## src/rtl/i2c_bridge_pkg.sv

```systemverilog
// I2C port bridge shared definitions
// Byte and port sizes, FSM states, received byte views and the
// strobe bundles passed between the bridge blocks

package i2c_bridge_pkg;

	// ******************************************************************
	// Sizes
	// ******************************************************************
	localparam int byte_w     = 8;   // Serial byte width
	localparam int port_count = 16;  // Host ports behind the bridge
	localparam int ack_slot   = 9;   // Bit count of the acknowledge clock

	// Read data of every port, port 0 in the low byte
	typedef logic [port_count-1:0][byte_w-1:0] port_data_t;

	// Transfer states
	typedef enum logic [2:0]
	{
		idle  = 3'd0,  // Bus free or transfer not for us
		addr  = 3'd1,  // Device address byte
		loc   = 3'd2,  // Location byte, writes only
		data  = 3'd3,  // Data byte in or out
		check = 3'd4,  // Checksum byte in or out
		done  = 3'd5   // Transfer over, wait for stop or start
	} i2c_state_e;

	// First byte after a start
	typedef struct packed
	{
		logic [6:0] dev_addr;  // Slave address
		logic       rd_wr;     // 1 = read
	} addr_byte_t;

	// Location byte, port in the high nibble
	typedef struct packed
	{
		logic [3:0] port;
		logic [3:0] offset;
	} loc_byte_t;

	// Received byte read as address or as location
	typedef union packed
	{
		logic [byte_w-1:0] raw;
		addr_byte_t        as_addr;
		loc_byte_t         as_loc;
	} i2c_byte_u;

	// Line events, one SYSCLK each except sda_level
	typedef struct packed
	{
		logic start;
		logic stop;
		logic scl_rise;
		logic scl_fall;
		logic sda_level;  // Synchronized SDA, aligned with the edges
	} bus_events_t;

	// FSM strobes towards the register block
	typedef struct packed
	{
		logic loc_done;    // Location byte in
		logic data_done;   // Write data byte in
		logic check_done;  // Write checksum acknowledged
		logic rd_load;     // Fetch port byte for a read
		logic rd_check;    // Send the read checksum next
	} byte_phase_t;

endpackage

```

## src/rtl/i2c_line_sampler.sv

```systemverilog
// I2C line sampler
// Brings SCL and SDA into the SYSCLK domain and turns them into
// SCL edge, start and stop strobes

module i2c_line_sampler
(
	input  logic                        sysclk,
	input  logic                        reset_n,
	input  logic                        scl,
	input  logic                        sda,
	output i2c_bridge_pkg::bus_events_t events
);

	logic [1:0] scl_sync;  // Two stage synchronizer, [1] is settled
	logic [1:0] sda_sync;
	logic       scl_q;     // Settled SCL one cycle older
	logic       sda_q;     // Settled SDA one cycle older

	// ******************************************************************
	// Synchronizers
	// ******************************************************************
	always_ff @(posedge sysclk or negedge reset_n)
	begin
		if (!reset_n)
		begin
			scl_sync <= 2'b11;  // Bus idles high, no false edge out of reset
			sda_sync <= 2'b11;
			scl_q    <= 1'b1;
			sda_q    <= 1'b1;
		end
		else
		begin
			scl_sync <= {scl_sync[0], scl};
			sda_sync <= {sda_sync[0], sda};
			scl_q    <= scl_sync[1];
			sda_q    <= sda_sync[1];
		end
	end

	// ******************************************************************
	// Edge and condition strobes
	// ******************************************************************
	always_ff @(posedge sysclk or negedge reset_n)
	begin
		if (!reset_n)
			events <= '0;
		else
		begin
			// SDA falling with SCL held high
			events.start     <= scl_sync[1] & scl_q & sda_q & ~sda_sync[1];
			// SDA rising with SCL held high
			events.stop      <= scl_sync[1] & scl_q & ~sda_q & sda_sync[1];
			events.scl_rise  <= scl_sync[1] & ~scl_q;
			events.scl_fall  <= ~scl_sync[1] & scl_q;
			events.sda_level <= sda_sync[1];  // Same stage as the edges
		end
	end

endmodule

```

## src/rtl/i2c_frame_fsm.sv

```systemverilog
// I2C transfer FSM
// Counts bits per byte, matches the device address, walks the
// write and read byte sequence and raises the per-byte strobes

module i2c_frame_fsm
(
	input  logic                        sysclk,
	input  logic                        reset_n,
	input  i2c_bridge_pkg::bus_events_t events,
	input  i2c_bridge_pkg::i2c_byte_u   rx_byte,
	input  logic [6:0]                  dev_addr,
	output i2c_bridge_pkg::byte_phase_t phase,
	output i2c_bridge_pkg::i2c_state_e  state,
	output logic                        rd_wr,
	output logic                        ack_drive
);
	import i2c_bridge_pkg::*;

	logic [3:0] bit_cnt;     // SCL rises since byte start
	logic       addr_hit;    // Address byte matched the straps
	logic       addr_match;  // Live compare of the received byte
	logic       bits_done;   // SCL fall after the eighth bit
	logic       ack_rise;    // SCL rise of the acknowledge bit
	logic       byte_end;    // SCL fall of the acknowledge bit

	assign addr_match = (rx_byte.as_addr.dev_addr == dev_addr);
	assign bits_done  = events.scl_fall && (bit_cnt == 4'(byte_w));
	assign ack_rise   = events.scl_rise && (bit_cnt == 4'(byte_w));
	assign byte_end   = events.scl_fall && (bit_cnt == 4'(ack_slot));

	// Bit counter, 0 up to the acknowledge slot
	always_ff @(posedge sysclk or negedge reset_n)
	begin
		if (!reset_n)
			bit_cnt <= '0;
		else if (events.start || events.stop || byte_end || state == idle)
			bit_cnt <= '0;
		else if (events.scl_rise && bit_cnt != 4'(ack_slot))
			bit_cnt <= bit_cnt + 1'b1;
	end

	// Address compare and direction
	always_ff @(posedge sysclk or negedge reset_n)
	begin
		if (!reset_n)
		begin
			addr_hit <= 1'b0;
			rd_wr    <= 1'b0;
		end
		else if (events.start || events.stop)
		begin
			addr_hit <= 1'b0;
			rd_wr    <= 1'b0;
		end
		else if (bits_done && state == addr)
		begin
			addr_hit <= addr_match;
			rd_wr    <= addr_match & rx_byte.as_addr.rd_wr;  // Only a hit may read
		end
	end

	// ******************************************************************
	// Byte sequence
	// ******************************************************************
	always_ff @(posedge sysclk or negedge reset_n)
	begin
		if (!reset_n)
		begin
			state     <= idle;
			ack_drive <= 1'b0;
			phase     <= '0;
		end
		else
		begin
			phase <= '0;  // All strobes last one cycle
			if (events.start)
			begin
				state     <= addr;  // Also a repeated start
				ack_drive <= 1'b0;
			end
			else if (events.stop)
			begin
				state     <= idle;
				ack_drive <= 1'b0;
			end
			else
			begin
				// Read side: fetch the port, then watch the master's ACK
				if (ack_rise && rd_wr)
				begin
					if (state == addr && addr_hit)
						phase.rd_load <= 1'b1;
					else if (state == data)
					begin
						if (!events.sda_level)
							phase.rd_check <= 1'b1;  // ACK, checksum follows
						else
							state <= idle;           // NACK ends the read
					end
				end
				// Eight bits in, decide on our acknowledge
				if (bits_done)
				begin
					case (state)
						addr:  ack_drive <= addr_match;
						loc:
						begin
							ack_drive      <= 1'b1;
							phase.loc_done <= 1'b1;
						end
						data:
						begin
							ack_drive       <= ~rd_wr;
							phase.data_done <= ~rd_wr;
						end
						check: ack_drive <= ~rd_wr;
						default: ack_drive <= 1'b0;
					endcase
				end
				// Acknowledge clock gone, next byte
				if (byte_end)
				begin
					ack_drive <= 1'b0;
					case (state)
						addr:  state <= addr_hit ? (rd_wr ? data : loc) : idle;
						loc:   state <= data;
						data:  state <= check;
						check:
						begin
							state            <= done;
							phase.check_done <= ~rd_wr;  // Commit point of a write
						end
						default: state <= state;
					endcase
				end
			end
		end
	end

endmodule

```

## src/rtl/i2c_byte_shifter.sv

```systemverilog
// I2C byte shifter
// Collects SDA bits into the received byte and sends read bytes
// MSB first; drives the open-drain pull-low enable of SDA

module i2c_byte_shifter
(
	input  logic                                sysclk,
	input  logic                                reset_n,
	input  i2c_bridge_pkg::bus_events_t         events,
	input  i2c_bridge_pkg::i2c_state_e          state,
	input  logic                                rd_wr,
	input  logic                                ack_drive,
	input  logic                                load,
	input  logic [i2c_bridge_pkg::byte_w-1:0]   tx_byte,
	output i2c_bridge_pkg::i2c_byte_u           rx_byte,
	output logic                                sda_oe
);
	import i2c_bridge_pkg::*;

	logic [byte_w:0] tx_shift;  // Byte plus a trailing marker bit
	logic            tx_armed;  // Bits left to send
	logic            tx_low;    // Current bit is a zero
	logic            tx_flush;

	// Abandon a byte in flight on any bus condition
	assign tx_flush = events.start || events.stop || (state == idle);

	// Receive side
	always_ff @(posedge sysclk or negedge reset_n)
	begin
		if (!reset_n)
			rx_byte <= '0;
		else if (state == idle)
			rx_byte <= '0;
		else if (events.scl_rise && !ack_drive)  // Skip our own ACK bit
			rx_byte.raw <= {rx_byte.raw[byte_w-2:0], events.sda_level};
	end

	// ******************************************************************
	// Transmit side
	// ******************************************************************
	always_ff @(posedge sysclk or negedge reset_n)
	begin
		if (!reset_n)
		begin
			tx_shift <= '0;
			tx_armed <= 1'b0;
			tx_low   <= 1'b0;
		end
		else if (tx_flush)
		begin
			tx_shift <= '0;
			tx_armed <= 1'b0;
			tx_low   <= 1'b0;
		end
		else if (load)
		begin
			tx_shift <= {tx_byte, 1'b1};  // Marker shifts out as a release
			tx_armed <= rd_wr;
		end
		else if (events.scl_fall && tx_armed)
		begin
			tx_low   <= ~tx_shift[byte_w];  // New bit while SCL is low
			tx_shift <= tx_shift << 1;
			tx_armed <= |tx_shift[byte_w-1:0];  // Stop after the marker
		end
	end

	// Pull-low enable, ACK slot or a zero data bit
	always_ff @(posedge sysclk or negedge reset_n)
	begin
		if (!reset_n)
			sda_oe <= 1'b0;
		else
			sda_oe <= ack_drive | tx_low;
	end

endmodule

```

## src/rtl/port_access_regs.sv

```systemverilog
// Port access registers
// Holds location, write data and read byte; decodes port and
// offset selects, checks the write checksum and builds the
// byte and checksum sent back on a read

module port_access_regs
(
	input  logic                                    sysclk,
	input  logic                                    reset_n,
	input  i2c_bridge_pkg::byte_phase_t             phase,
	input  logic                                    rd_wr,
	input  i2c_bridge_pkg::i2c_byte_u               rx_byte,
	input  i2c_bridge_pkg::port_data_t              port_din,
	output logic [i2c_bridge_pkg::byte_w-1:0]       tx_byte,
	output logic [i2c_bridge_pkg::byte_w-1:0]       data_out,
	output logic [i2c_bridge_pkg::port_count-1:0]   port_cs,
	output logic [i2c_bridge_pkg::port_count-1:0]   offset_sel
);
	import i2c_bridge_pkg::*;

	loc_byte_t             loc_q;      // Current location
	logic [byte_w-1:0]     data_q;     // Last write data byte
	logic [byte_w-1:0]     rd_q;       // Byte fetched for a read
	logic [byte_w-1:0]     sum;        // Data plus received checksum
	logic                  sum_ok;
	logic                  wr_commit;
	logic [port_count-1:0] port_dec;   // One-hot port of the location

	// ******************************************************************
	// Location and write data
	// ******************************************************************
	always_ff @(posedge sysclk or negedge reset_n)
	begin
		if (!reset_n)
		begin
			loc_q  <= '0;
			data_q <= '0;
		end
		else
		begin
			if (phase.loc_done)
				loc_q <= rx_byte.as_loc;
			else if (phase.rd_check)
				loc_q <= loc_byte_t'(loc_q + 1'b1);  // Auto increment on read
			if (phase.data_done)
				data_q <= rx_byte.raw;
		end
	end

	// Read byte, taken with the read port select
	always_ff @(posedge sysclk)
	begin
		if (phase.rd_load)
			rd_q <= port_din[loc_q.port];
	end

	// ******************************************************************
	// Decode and checksum
	// ******************************************************************
	assign port_dec   = port_count'(1) << loc_q.port;
	assign offset_sel = port_count'(1) << loc_q.offset;

	// Receiver still holds the checksum byte at check_done
	assign sum       = data_q + rx_byte.raw;
	assign sum_ok    = (sum == '0);
	assign wr_commit = phase.check_done & ~rd_wr & sum_ok;

	// One-cycle select, write commit or read fetch
	assign port_cs = (wr_commit || phase.rd_load) ? port_dec : '0;

	// Port byte first, then its two's complement
	assign tx_byte = phase.rd_check ? (~rd_q + 1'b1) : port_din[loc_q.port];

	assign data_out = data_q;

endmodule

```

## src/rtl/i2c_port_bridge.sv

```systemverilog
// I2C to port bridge, top level
// Slave on a two-wire bus giving checksum-protected byte access
// to sixteen host ports; SDA is open drain

module i2c_port_bridge
(
	input  logic                                    sysclk,
	input  logic                                    reset_n,
	input  logic                                    scl,
	input  logic                                    sda_in,
	output logic                                    sda_oe,      // 1 pulls SDA low
	input  logic [6:0]                              dev_addr,    // Strap pins
	input  i2c_bridge_pkg::port_data_t              port_din,
	output logic [i2c_bridge_pkg::byte_w-1:0]       data_out,
	output logic [i2c_bridge_pkg::port_count-1:0]   port_cs,
	output logic [i2c_bridge_pkg::port_count-1:0]   offset_sel,
	output logic                                    rd_wr
);
	import i2c_bridge_pkg::*;

	bus_events_t       events;
	byte_phase_t       phase;
	i2c_state_e        state;
	i2c_byte_u         rx_byte;
	logic              ack_drive;
	logic              shift_load;  // Port byte or checksum into the shifter
	logic [byte_w-1:0] tx_byte;

	assign shift_load = phase.rd_load | phase.rd_check;

	i2c_line_sampler i2c_line_sampler_inst
	(
		.sysclk  (sysclk),
		.reset_n (reset_n),
		.scl     (scl),
		.sda     (sda_in),
		.events  (events)
	);

	i2c_frame_fsm i2c_frame_fsm_inst
	(
		.sysclk    (sysclk),
		.reset_n   (reset_n),
		.events    (events),
		.rx_byte   (rx_byte),
		.dev_addr  (dev_addr),
		.phase     (phase),
		.state     (state),
		.rd_wr     (rd_wr),
		.ack_drive (ack_drive)
	);

	i2c_byte_shifter i2c_byte_shifter_inst
	(
		.sysclk    (sysclk),
		.reset_n   (reset_n),
		.events    (events),
		.state     (state),
		.rd_wr     (rd_wr),
		.ack_drive (ack_drive),
		.load      (shift_load),
		.tx_byte   (tx_byte),
		.rx_byte   (rx_byte),
		.sda_oe    (sda_oe)
	);

	port_access_regs port_access_regs_inst
	(
		.sysclk     (sysclk),
		.reset_n    (reset_n),
		.phase      (phase),
		.rd_wr      (rd_wr),
		.rx_byte    (rx_byte),
		.port_din   (port_din),
		.tx_byte    (tx_byte),
		.data_out   (data_out),
		.port_cs    (port_cs),
		.offset_sel (offset_sel)
	);

endmodule

```

## config.mk

```make
export PLATFORM = sky130hd
export DESIGN_NAME = i2c_port_bridge
export DESIGN_NICKNAME = d
export VERILOG_FILES = /design/src/rtl/i2c_bridge_pkg.sv /design/src/rtl/i2c_line_sampler.sv /design/src/rtl/i2c_frame_fsm.sv /design/src/rtl/i2c_byte_shifter.sv /design/src/rtl/port_access_regs.sv /design/src/rtl/i2c_port_bridge.sv
export SDC_FILE = /design/constraint.sdc
export NUM_CORES = 1
export LEC_CHECK = 0
export BUFFER_PORTS_ARGS = -buffer_cell sky130_fd_sc_hd__buf_2
export CAP_MARGIN = 5
export CELL_PAD_IN_SITES_DETAIL_PLACEMENT = 0
export CELL_PAD_IN_SITES_GLOBAL_PLACEMENT = 2
export CORE_ASPECT_RATIO = 2
export CORE_MARGIN = 4
export CORE_UTILIZATION = 31
export DETAILED_ROUTE_END_ITERATION = 8
export PLACE_DENSITY = 0.79
export SKIP_LAST_GASP = 1
export SLEW_MARGIN = 20
export SYNTH_ARGS = -nofsm -noshare
export SYNTH_HDL_FRONTEND = slang
export SYNTH_HIERARCHICAL = 1
export SYNTH_SLANG_ARGS = --single-unit
```

## constraint.sdc

```tcl
create_clock -name sysclk -period 3.01 [get_ports sysclk]
set_clock_uncertainty 0.1 [all_clocks]
set_input_delay 0.301 -clock sysclk [delete_from_list [all_inputs] [get_ports sysclk]]
set_output_delay 0.301 -clock sysclk [all_outputs]
set_load 0.01 [all_outputs]
```

==> out/results.ini, run 1 <==
[outcome]
status=finished clean

[sta]
layout_setup_ws_ps=57.2
tightestPinTransition_ps=885
hold_viol_final=0
setup_viol=0
max-slew-margin-rel_pct=41.0
fmax_ghz=0.339
period_share_pct=98.1
rsz0062_at_grt=yes
finalSetupTns_ps=0
fin_crit_ps=2950
worst_hold_slack_ps=256
drv_slew=0

[layout]
drive_gt1_share_pct=45.8
final_util_pct=40.9
final_cells=893
nets=838
syn_to_final_growth_pct=29.6
antenna_cells=0
fillers=1681

[route]
ant_nets=0
routed_via_density=5.21
post_drt_wl_per_cell_um=18.3
vias=4655
drt-total-wl_mm=16.3
dr.pass1.iters=4
remaining_drc_errors=0
drtIter0Drc=156

[pwr]
clkPwrFrac_pct=47.9
p_int_w=0.00174
ir_worst_vdd_v=0.000259
cellPowerDensity_nw_per_um2=330
swShare_pct=23.1
leakagePower_nw=3.00
p_sw_w=0.000521
seq_power_share_pct=43.4
pwr-share-comb_pct=8.7

[die]
pin_count=181
dieArea_um2=19300
core-area_um2=16800
die_x_um=100
rows=67
die_h_um=193
start_util_pct=31.5

[hold_path]
hp-start=i2c_line_sampler_inst/scl_sync[0]$_DFF_PN1_
hp-class=reg -> reg

[grt]
grt_max_degree=43
antenna_found_initial=0
grt_pass1_vias=4972
grtUsageTotal_pct=16.8
overflow=0
grt_pass1_wl_mm=25.6

[critical_path]
endpoint_kind=output port
worstPathArrival_ps=2550
critical_path_class=reg -> out
reg2reg_from=port_access_regs_inst/loc_q[4]$_DFFE_PN0P_
worstSetupStartpoint=port_access_regs_inst/data_out[0]$_DFFE_PN0P_
cp_max_fo=8
start_kind=flop
worst_ep_required_time_ps=2610

[clock_tree]
clk_pin_slew_ps=60
htreeDepth=3
cts_root_buffer=clkbuf_16
cts_tree=yes
clockBufferDepth=2
cts.sinks=70
clkLatencyLatePin_ps=330
cts_buffers=9

[yosys]
ys_seq_area_share_pct=34.0
synth_warnings=6
netlist_instances=504
synthArstFlopShare_pct=88.6
syn_avg_cell_area_um2=10.5
ys_seq_elements=70
ys_top_cells_by_area=dfrtp_1, mux4_2, edfxtp_1, ha_1, nand2_1
yosysUniqueCellTypes=68
synth-main-ff-cell=dfrtp_1
syn_nets=661
synth_area_um2=5290
yosysTopAreaCell=dfrtp_1
netlist.area_leader.share_pct=26.5
synth-edff-count=8

[job]
maxCapViolations=0

[place]
post-place-ws_ps=221
gp_congestion=0.857
dpl.hpwl_mm=13.3
numPortBuffers=180
dp_cells=871

[flip-flops by register name (all words and copies together) (netlist names), 2 cells and up]
name                            flops
i2c_byte_shifter_inst/rx_byte       8
port_access_regs_inst/rd_q          8
i2c_line_sampler_inst/sda_sync      2
port_access_regs_inst/loc_q         8
i2c_frame_fsm_inst/state            3
i2c_line_sampler_inst/events        5
port_access_regs_inst/data_out      8
i2c_frame_fsm_inst/bit_cnt          4
i2c_byte_shifter_inst/tx_shift      9
i2c_line_sampler_inst/scl_sync      2
i2c_frame_fsm_inst/phase            5
[stage by stage]
step / cell area, µm² / total power [W]
after global placement: 6410 / 0.00119
final: 6860 / 0.00226
after CTS: 6790 / 0.00230
after global routing: 6860 / 0.00235
after detailed placement: 6410 / 0.00120
after floorplan: 5290 / 0.00107
[layout by cell type (no fill, tap or decap), types with 4 or more instances in the layout]
cell type and instances:
o21ai_2 7, a211oi_1 9, nand3_1 7, buf_2 180, nor3_2 8, nor2_1 24
edfxtp_1 8, xor2_1 12, and3_1 22, nand4_1 4, o21ai_0 9, ha_1 15
dfrtp_1 54, nor2b_1 13, mux4_2 38, a21oi_1 17, clkbuf_16 9, xnor2_1 14
mux2_2 16, mux2i_1 4, dfstp_2 6, inv_1 11, nand2_1 53, buf_4 15
nand2b_1 8, nor3_1 12, o21ai_1 28, and2_1 6
[path summary, 6_finish.rpt]
| path | depth (start not counted) | slack [ps] | endpoint |
|---|---|---|---|
| max | 9 | 60 | port_cs[8] |
| min | 0 | 260 | i2c_line_sampler_inst/scl_sync[1]$_DFF_PN1_ |
| max reg2reg | 6 | 420 | i2c_byte_shifter_inst/tx_shift[2]$_DFFE_PN0P_ |
| min reg2reg | 0 | 260 | i2c_line_sampler_inst/scl_sync[1]$_DFF_PN1_ |
| max in group asynchronous | 3 | 1650 | i2c_line_sampler_inst/sda_sync[1]$_DFF_PN1_ |
| min in group asynchronous | 2 | 460 | i2c_frame_fsm_inst/state[2]$_DFFE_PN0P_ |
[worst max-delay path: stages (launching register included)]
cell and delay [ps]:
dfrtp_1 410, ha_4 180, fa_2 350, a21o_1 200, a22oi_2 180, mux2i_1 110, nand4b_1 300, buf_6 220
o21ai_1 130, buf_2 150
[cell type report]
type | count | area, µm² | area share [%]
tap | 207 | 259 | 3.78
clock inverter | 7 | 81.3 | 1.19
multi-input combinational | 386 | 3320 | 48.4
clock buffer | 9 | 225 | 3.29
inverter | 11 | 41.3 | 0.602
sequential | 70 | 1800 | 26.3
timing repair buffer | 203 | 1130 | 16.4
[synthesized netlist by cell type, drive strengths merged (5+ instances only)]
library cell / number
xnor2: 14
and4b: 5
ha: 17
clkbuf: 21
a21oi: 20
dfstp: 6
dfrtp: 56
a211oi: 10
nand2: 53
mux2: 18
nand2b: 8
nor3: 21
mux4: 40
xor2: 12
buf: 16
and3: 23
nor2b: 13
and2: 6
edfxtp: 8
nand3: 7
nor2: 24
o21ai: 44
inv: 11
[kinds of logic after synthesis]
| family | share of synthesized area (%) |
|---|---|
| buffers and inverters | 4.71 |
| muxes | 21.8 |
| adders and majority gates | 4.40 |
| xor gates and xnor gates | 4.31 |
| AOI/OAI and AO/OA | 10.3 |
| and+or+nand+nor | 20.5 |
| DFF | 34.0 |
[power by group through the flow]
stage / clock [W] / sequential (W) / combinational, W
floorplan: 0 / 0.000991 / 0.0000794
global placement: 0 / 0.000998 / 0.000190
detailed placement: 0 / 0.000998 / 0.000197
CTS: 0.00112 / 0.000981 / 0.000201
global route: 0.00116 / 0.000982 / 0.000217
finish: 0.00108 / 0.000981 / 0.000197
[per-layer routing]
layer	track usage, %	routed length, µm	vias to the layer above
met5	0	0	-
met4	6.90	505	0
met3	2.86	826	28
met2	31.8	9140	143
met1	17.8	5860	2260
li1	-	-	2224
[repair_timing]
| action | 4_1_cts | 5_1_grt |
|---|---|---|
| resized for setup | 6 | 15 |
| setup buffers | 2 | 1 |
| pin swaps | 4 | 9 |
| hold endpoints to repair | 31 | 0 |
| hold buffers | 3 | 0 |
| endpoints found under the setup margin | 16 | 16 |
No activity file was read; power rests on OpenSTA's default activity.
==> run 2: changes to the inputs <==
CORE_MARGIN = unset   (was 4)
==> run 2 against run 1 <==
Compared with the run above:
- first-iteration DRC count grew 24%
- critical path depth is the same
- utilization shrank 0.17 points
- global-route usage grew 2.4 points
- via count grew 0.13%
- total power shrank 1.1%
- design area shrank 0.91%
- sequential share of layout area grew 0.24 points
- wire length grew 0.31%
- sequential cell count is the same
- clock-buffer cell count is the same
- critical path type unchanged
- largest cell class unchanged
- largest power group unchanged
- highest routed layer unchanged
==> out/results.ini, run 2 (synthesis gave the netlist of run 1 again) <==
[route]
dr.pass1.iters=4  ; unchanged
remaining_drc_errors=0  ; unchanged
drtIter0Drc=194  ; was 156
routed_via_density=5.23  ; was 5.21
post_drt_wl_per_cell_um=18.4  ; was 18.3 µm
drt-total-wl_mm=16.4  ; was 16.3 mm
ant_nets=0  ; unchanged
vias=4661  ; was 4655

[layout]
final_cell_mix=buf_2, dfrtp_1, nand2_1  ; unchanged
layout_commonest_cell=buf_2  ; unchanged
multi_input_area_um2=3290  ; was 3320 µm²
largest_reg_flops=9  ; unchanged
syn_to_final_growth_pct=28.4  ; was 29.6%
fillers=1651  ; was 1681
antenna_cells=0  ; unchanged
final_cells=892  ; was 893
finalInstanceArea_um2=6790  ; was 6860 µm²
regArea_um2=1800  ; unchanged
drive_gt1_share_pct=44.5  ; was 45.8%
top_register=i2c_byte_shifter_inst/tx_shift  ; unchanged
nets=837  ; was 838

[grt]
overflow=0  ; unchanged
grt_pass1_wl_mm=25.8  ; was 25.6 mm
antenna_found_initial=0  ; unchanged
grtUsageTotal_pct=19.1  ; was 16.8%
grt_pass1_vias=4867  ; was 4972
grt_max_degree=42  ; was 43

[sta]
drv_slew=0  ; unchanged
rsz0062_at_grt=yes  ; unchanged
fmax_ghz=0.341  ; was 0.339 GHz
fin_crit_ps=2940  ; was 2950 ps
worst_hold_slack_ps=260  ; was 256 ps
hold_viol_final=0  ; unchanged
finalSetupTns_ps=0  ; unchanged
max-slew-margin-rel_pct=39.0  ; was 41.0%
tightestPinTransition_ps=915  ; was 885 ps
setup_viol=0  ; unchanged
period_share_pct=97.6  ; was 98.1%

[clock_tree]
cts.sinks=70  ; unchanged
htreeDepth=3  ; unchanged
cts_tree=yes  ; unchanged
clockBufferDepth=2  ; unchanged
cts_buffers=9  ; unchanged
clkLatencyLatePin_ps=330  ; about the same
clk_pin_slew_ps=60  ; about the same
cts_root_buffer=clkbuf_16  ; unchanged

[die]
die_h_um=187  ; was 193 µm
start_util_pct=31.7  ; was 31.5%
core-area_um2=16700  ; was 16800 µm²
die_x_um=94.4  ; was 100 µm
rows=67  ; unchanged
dieArea_um2=17600  ; was 19300 µm²
pin_count=181  ; unchanged

[critical_path]
r2r_slack_ps=440  ; was 420 ps
start_kind=flop  ; unchanged
cp_max_fo=16  ; was 8
worstPathArrival_ps=2540  ; was 2550 ps
endpoint_kind=output port  ; unchanged
reg2reg_depth=6  ; unchanged
worst_ep_required_time_ps=2610  ; about the same
critical_path_class=reg -> out  ; unchanged

[place]
placed_area_um2=6390  ; was 6410 µm²
dpl.hpwl_mm=13.1  ; was 13.3 mm
numPortBuffers=180  ; unchanged
gp_congestion=0.961  ; was 0.857
dp_cells=871  ; unchanged

[job]
maxCapViolations=0  ; unchanged

[outcome]
status=finished clean  ; unchanged

[hold_path]
hold_depth=0  ; unchanged
hp-class=reg -> reg  ; unchanged

[pwr]
ir_worst_vdd_v=0.000334  ; was 0.000259 V
leakagePower_nw=2.98  ; was 3.00 nW
cellPowerDensity_nw_per_um2=329  ; was 330 nW/µm²

## run 2: cell types whose count changed in the layout (fill, tap and decap cells not counted), moves of 2 or more
cell        delta
clkinv_2       +2
clkinvlp_4     -2
o21ai_2        -7
ha_4           -2
o21ai_1        +7
## run 2: power breakdown
group          total (W)  internal [W]  switching [W]
registers       0.000981      0.000968      0.0000135
logic           0.000199      0.000119      0.0000803
clock network    0.00105      0.000643       0.000411
total            0.00223       0.00173       0.000505
## run 2: area by class of cell
cell class / count / share of cell area, %
multi-input cells: 386 / 48.4
repair buffers: 202 / 16.3
clock buffers: 9 / 3.32
flip-flops and latches: 70 / 26.5
inverters: 11 / 0.608
well taps: 207 / 3.81
clock inverters: 7 / 1.09
## run 2: layer usage
metal | global-route usage (%) | vias to the layer above | share of wire [%]
met5 | 0 | - | 0
met4 | 7.34 | 0 | 2.7
met3 | 3.34 | 27 | 4.7
met2 | 34.4 | 148 | 53
met1 | 21.9 | 2264 | 39
li1 | - | 2222 | -
## run 2: what timing repair did
item,in CTS,in global routing
setup buffers,0,2
pin swaps,1,1
endpoints found under the setup margin,16,16
hold endpoints to repair,58,0
gates resized for setup,5,9
gates cloned,0,0
hold buffers,3,0
## run 2: critical path: stages, from the launching register on
cell and delay, ps:
dfrtp_1 390, ha_2 210, fa_2 440, nor4b_4 220, o2111ai_1 120, a21oi_1 130
nand4b_1 120, buf_6 180, o31ai_1 220, buf_2 170
## run 2: path summary, 6_finish.rpt
check	startpoint	endpoint
max	i2c_byte_shifter_inst/rx_byte[0]$_DFFE_PN0P_	port_cs[15]
min	i2c_line_sampler_inst/sda_sync[0]$_DFF_PN1_	i2c_line_sampler_inst/sda_sync[1]$_DFF_PN1_
max in group asynchronous	reset_n	i2c_byte_shifter_inst/rx_byte[1]$_DFFE_PN0P_
max reg2reg	port_access_regs_inst/loc_q[4]$_DFFE_PN0P_	i2c_byte_shifter_inst/tx_shift[8]$_DFFE_PN0P_
min reg2reg	i2c_line_sampler_inst/sda_sync[0]$_DFF_PN1_	i2c_line_sampler_inst/sda_sync[1]$_DFF_PN1_
min in group asynchronous	reset_n	i2c_byte_shifter_inst/sda_oe$_DFF_PN0_
## run 2: through the flow
stage | utilization (%) | setup slack [ps] | total power, W
6_report | 40.7 | 73.2 | 0.00223
5_1_grt | 40.7 | -45.3 | 0.00233
4_1_cts | 40.4 | -8.70 | 0.00227
3_5_place_dp | 38.3 | 200 | 0.00120
3_3_place_gp | 38.3 | 259 | 0.00119
2_1_floorplan | - | 319 | 0.00107
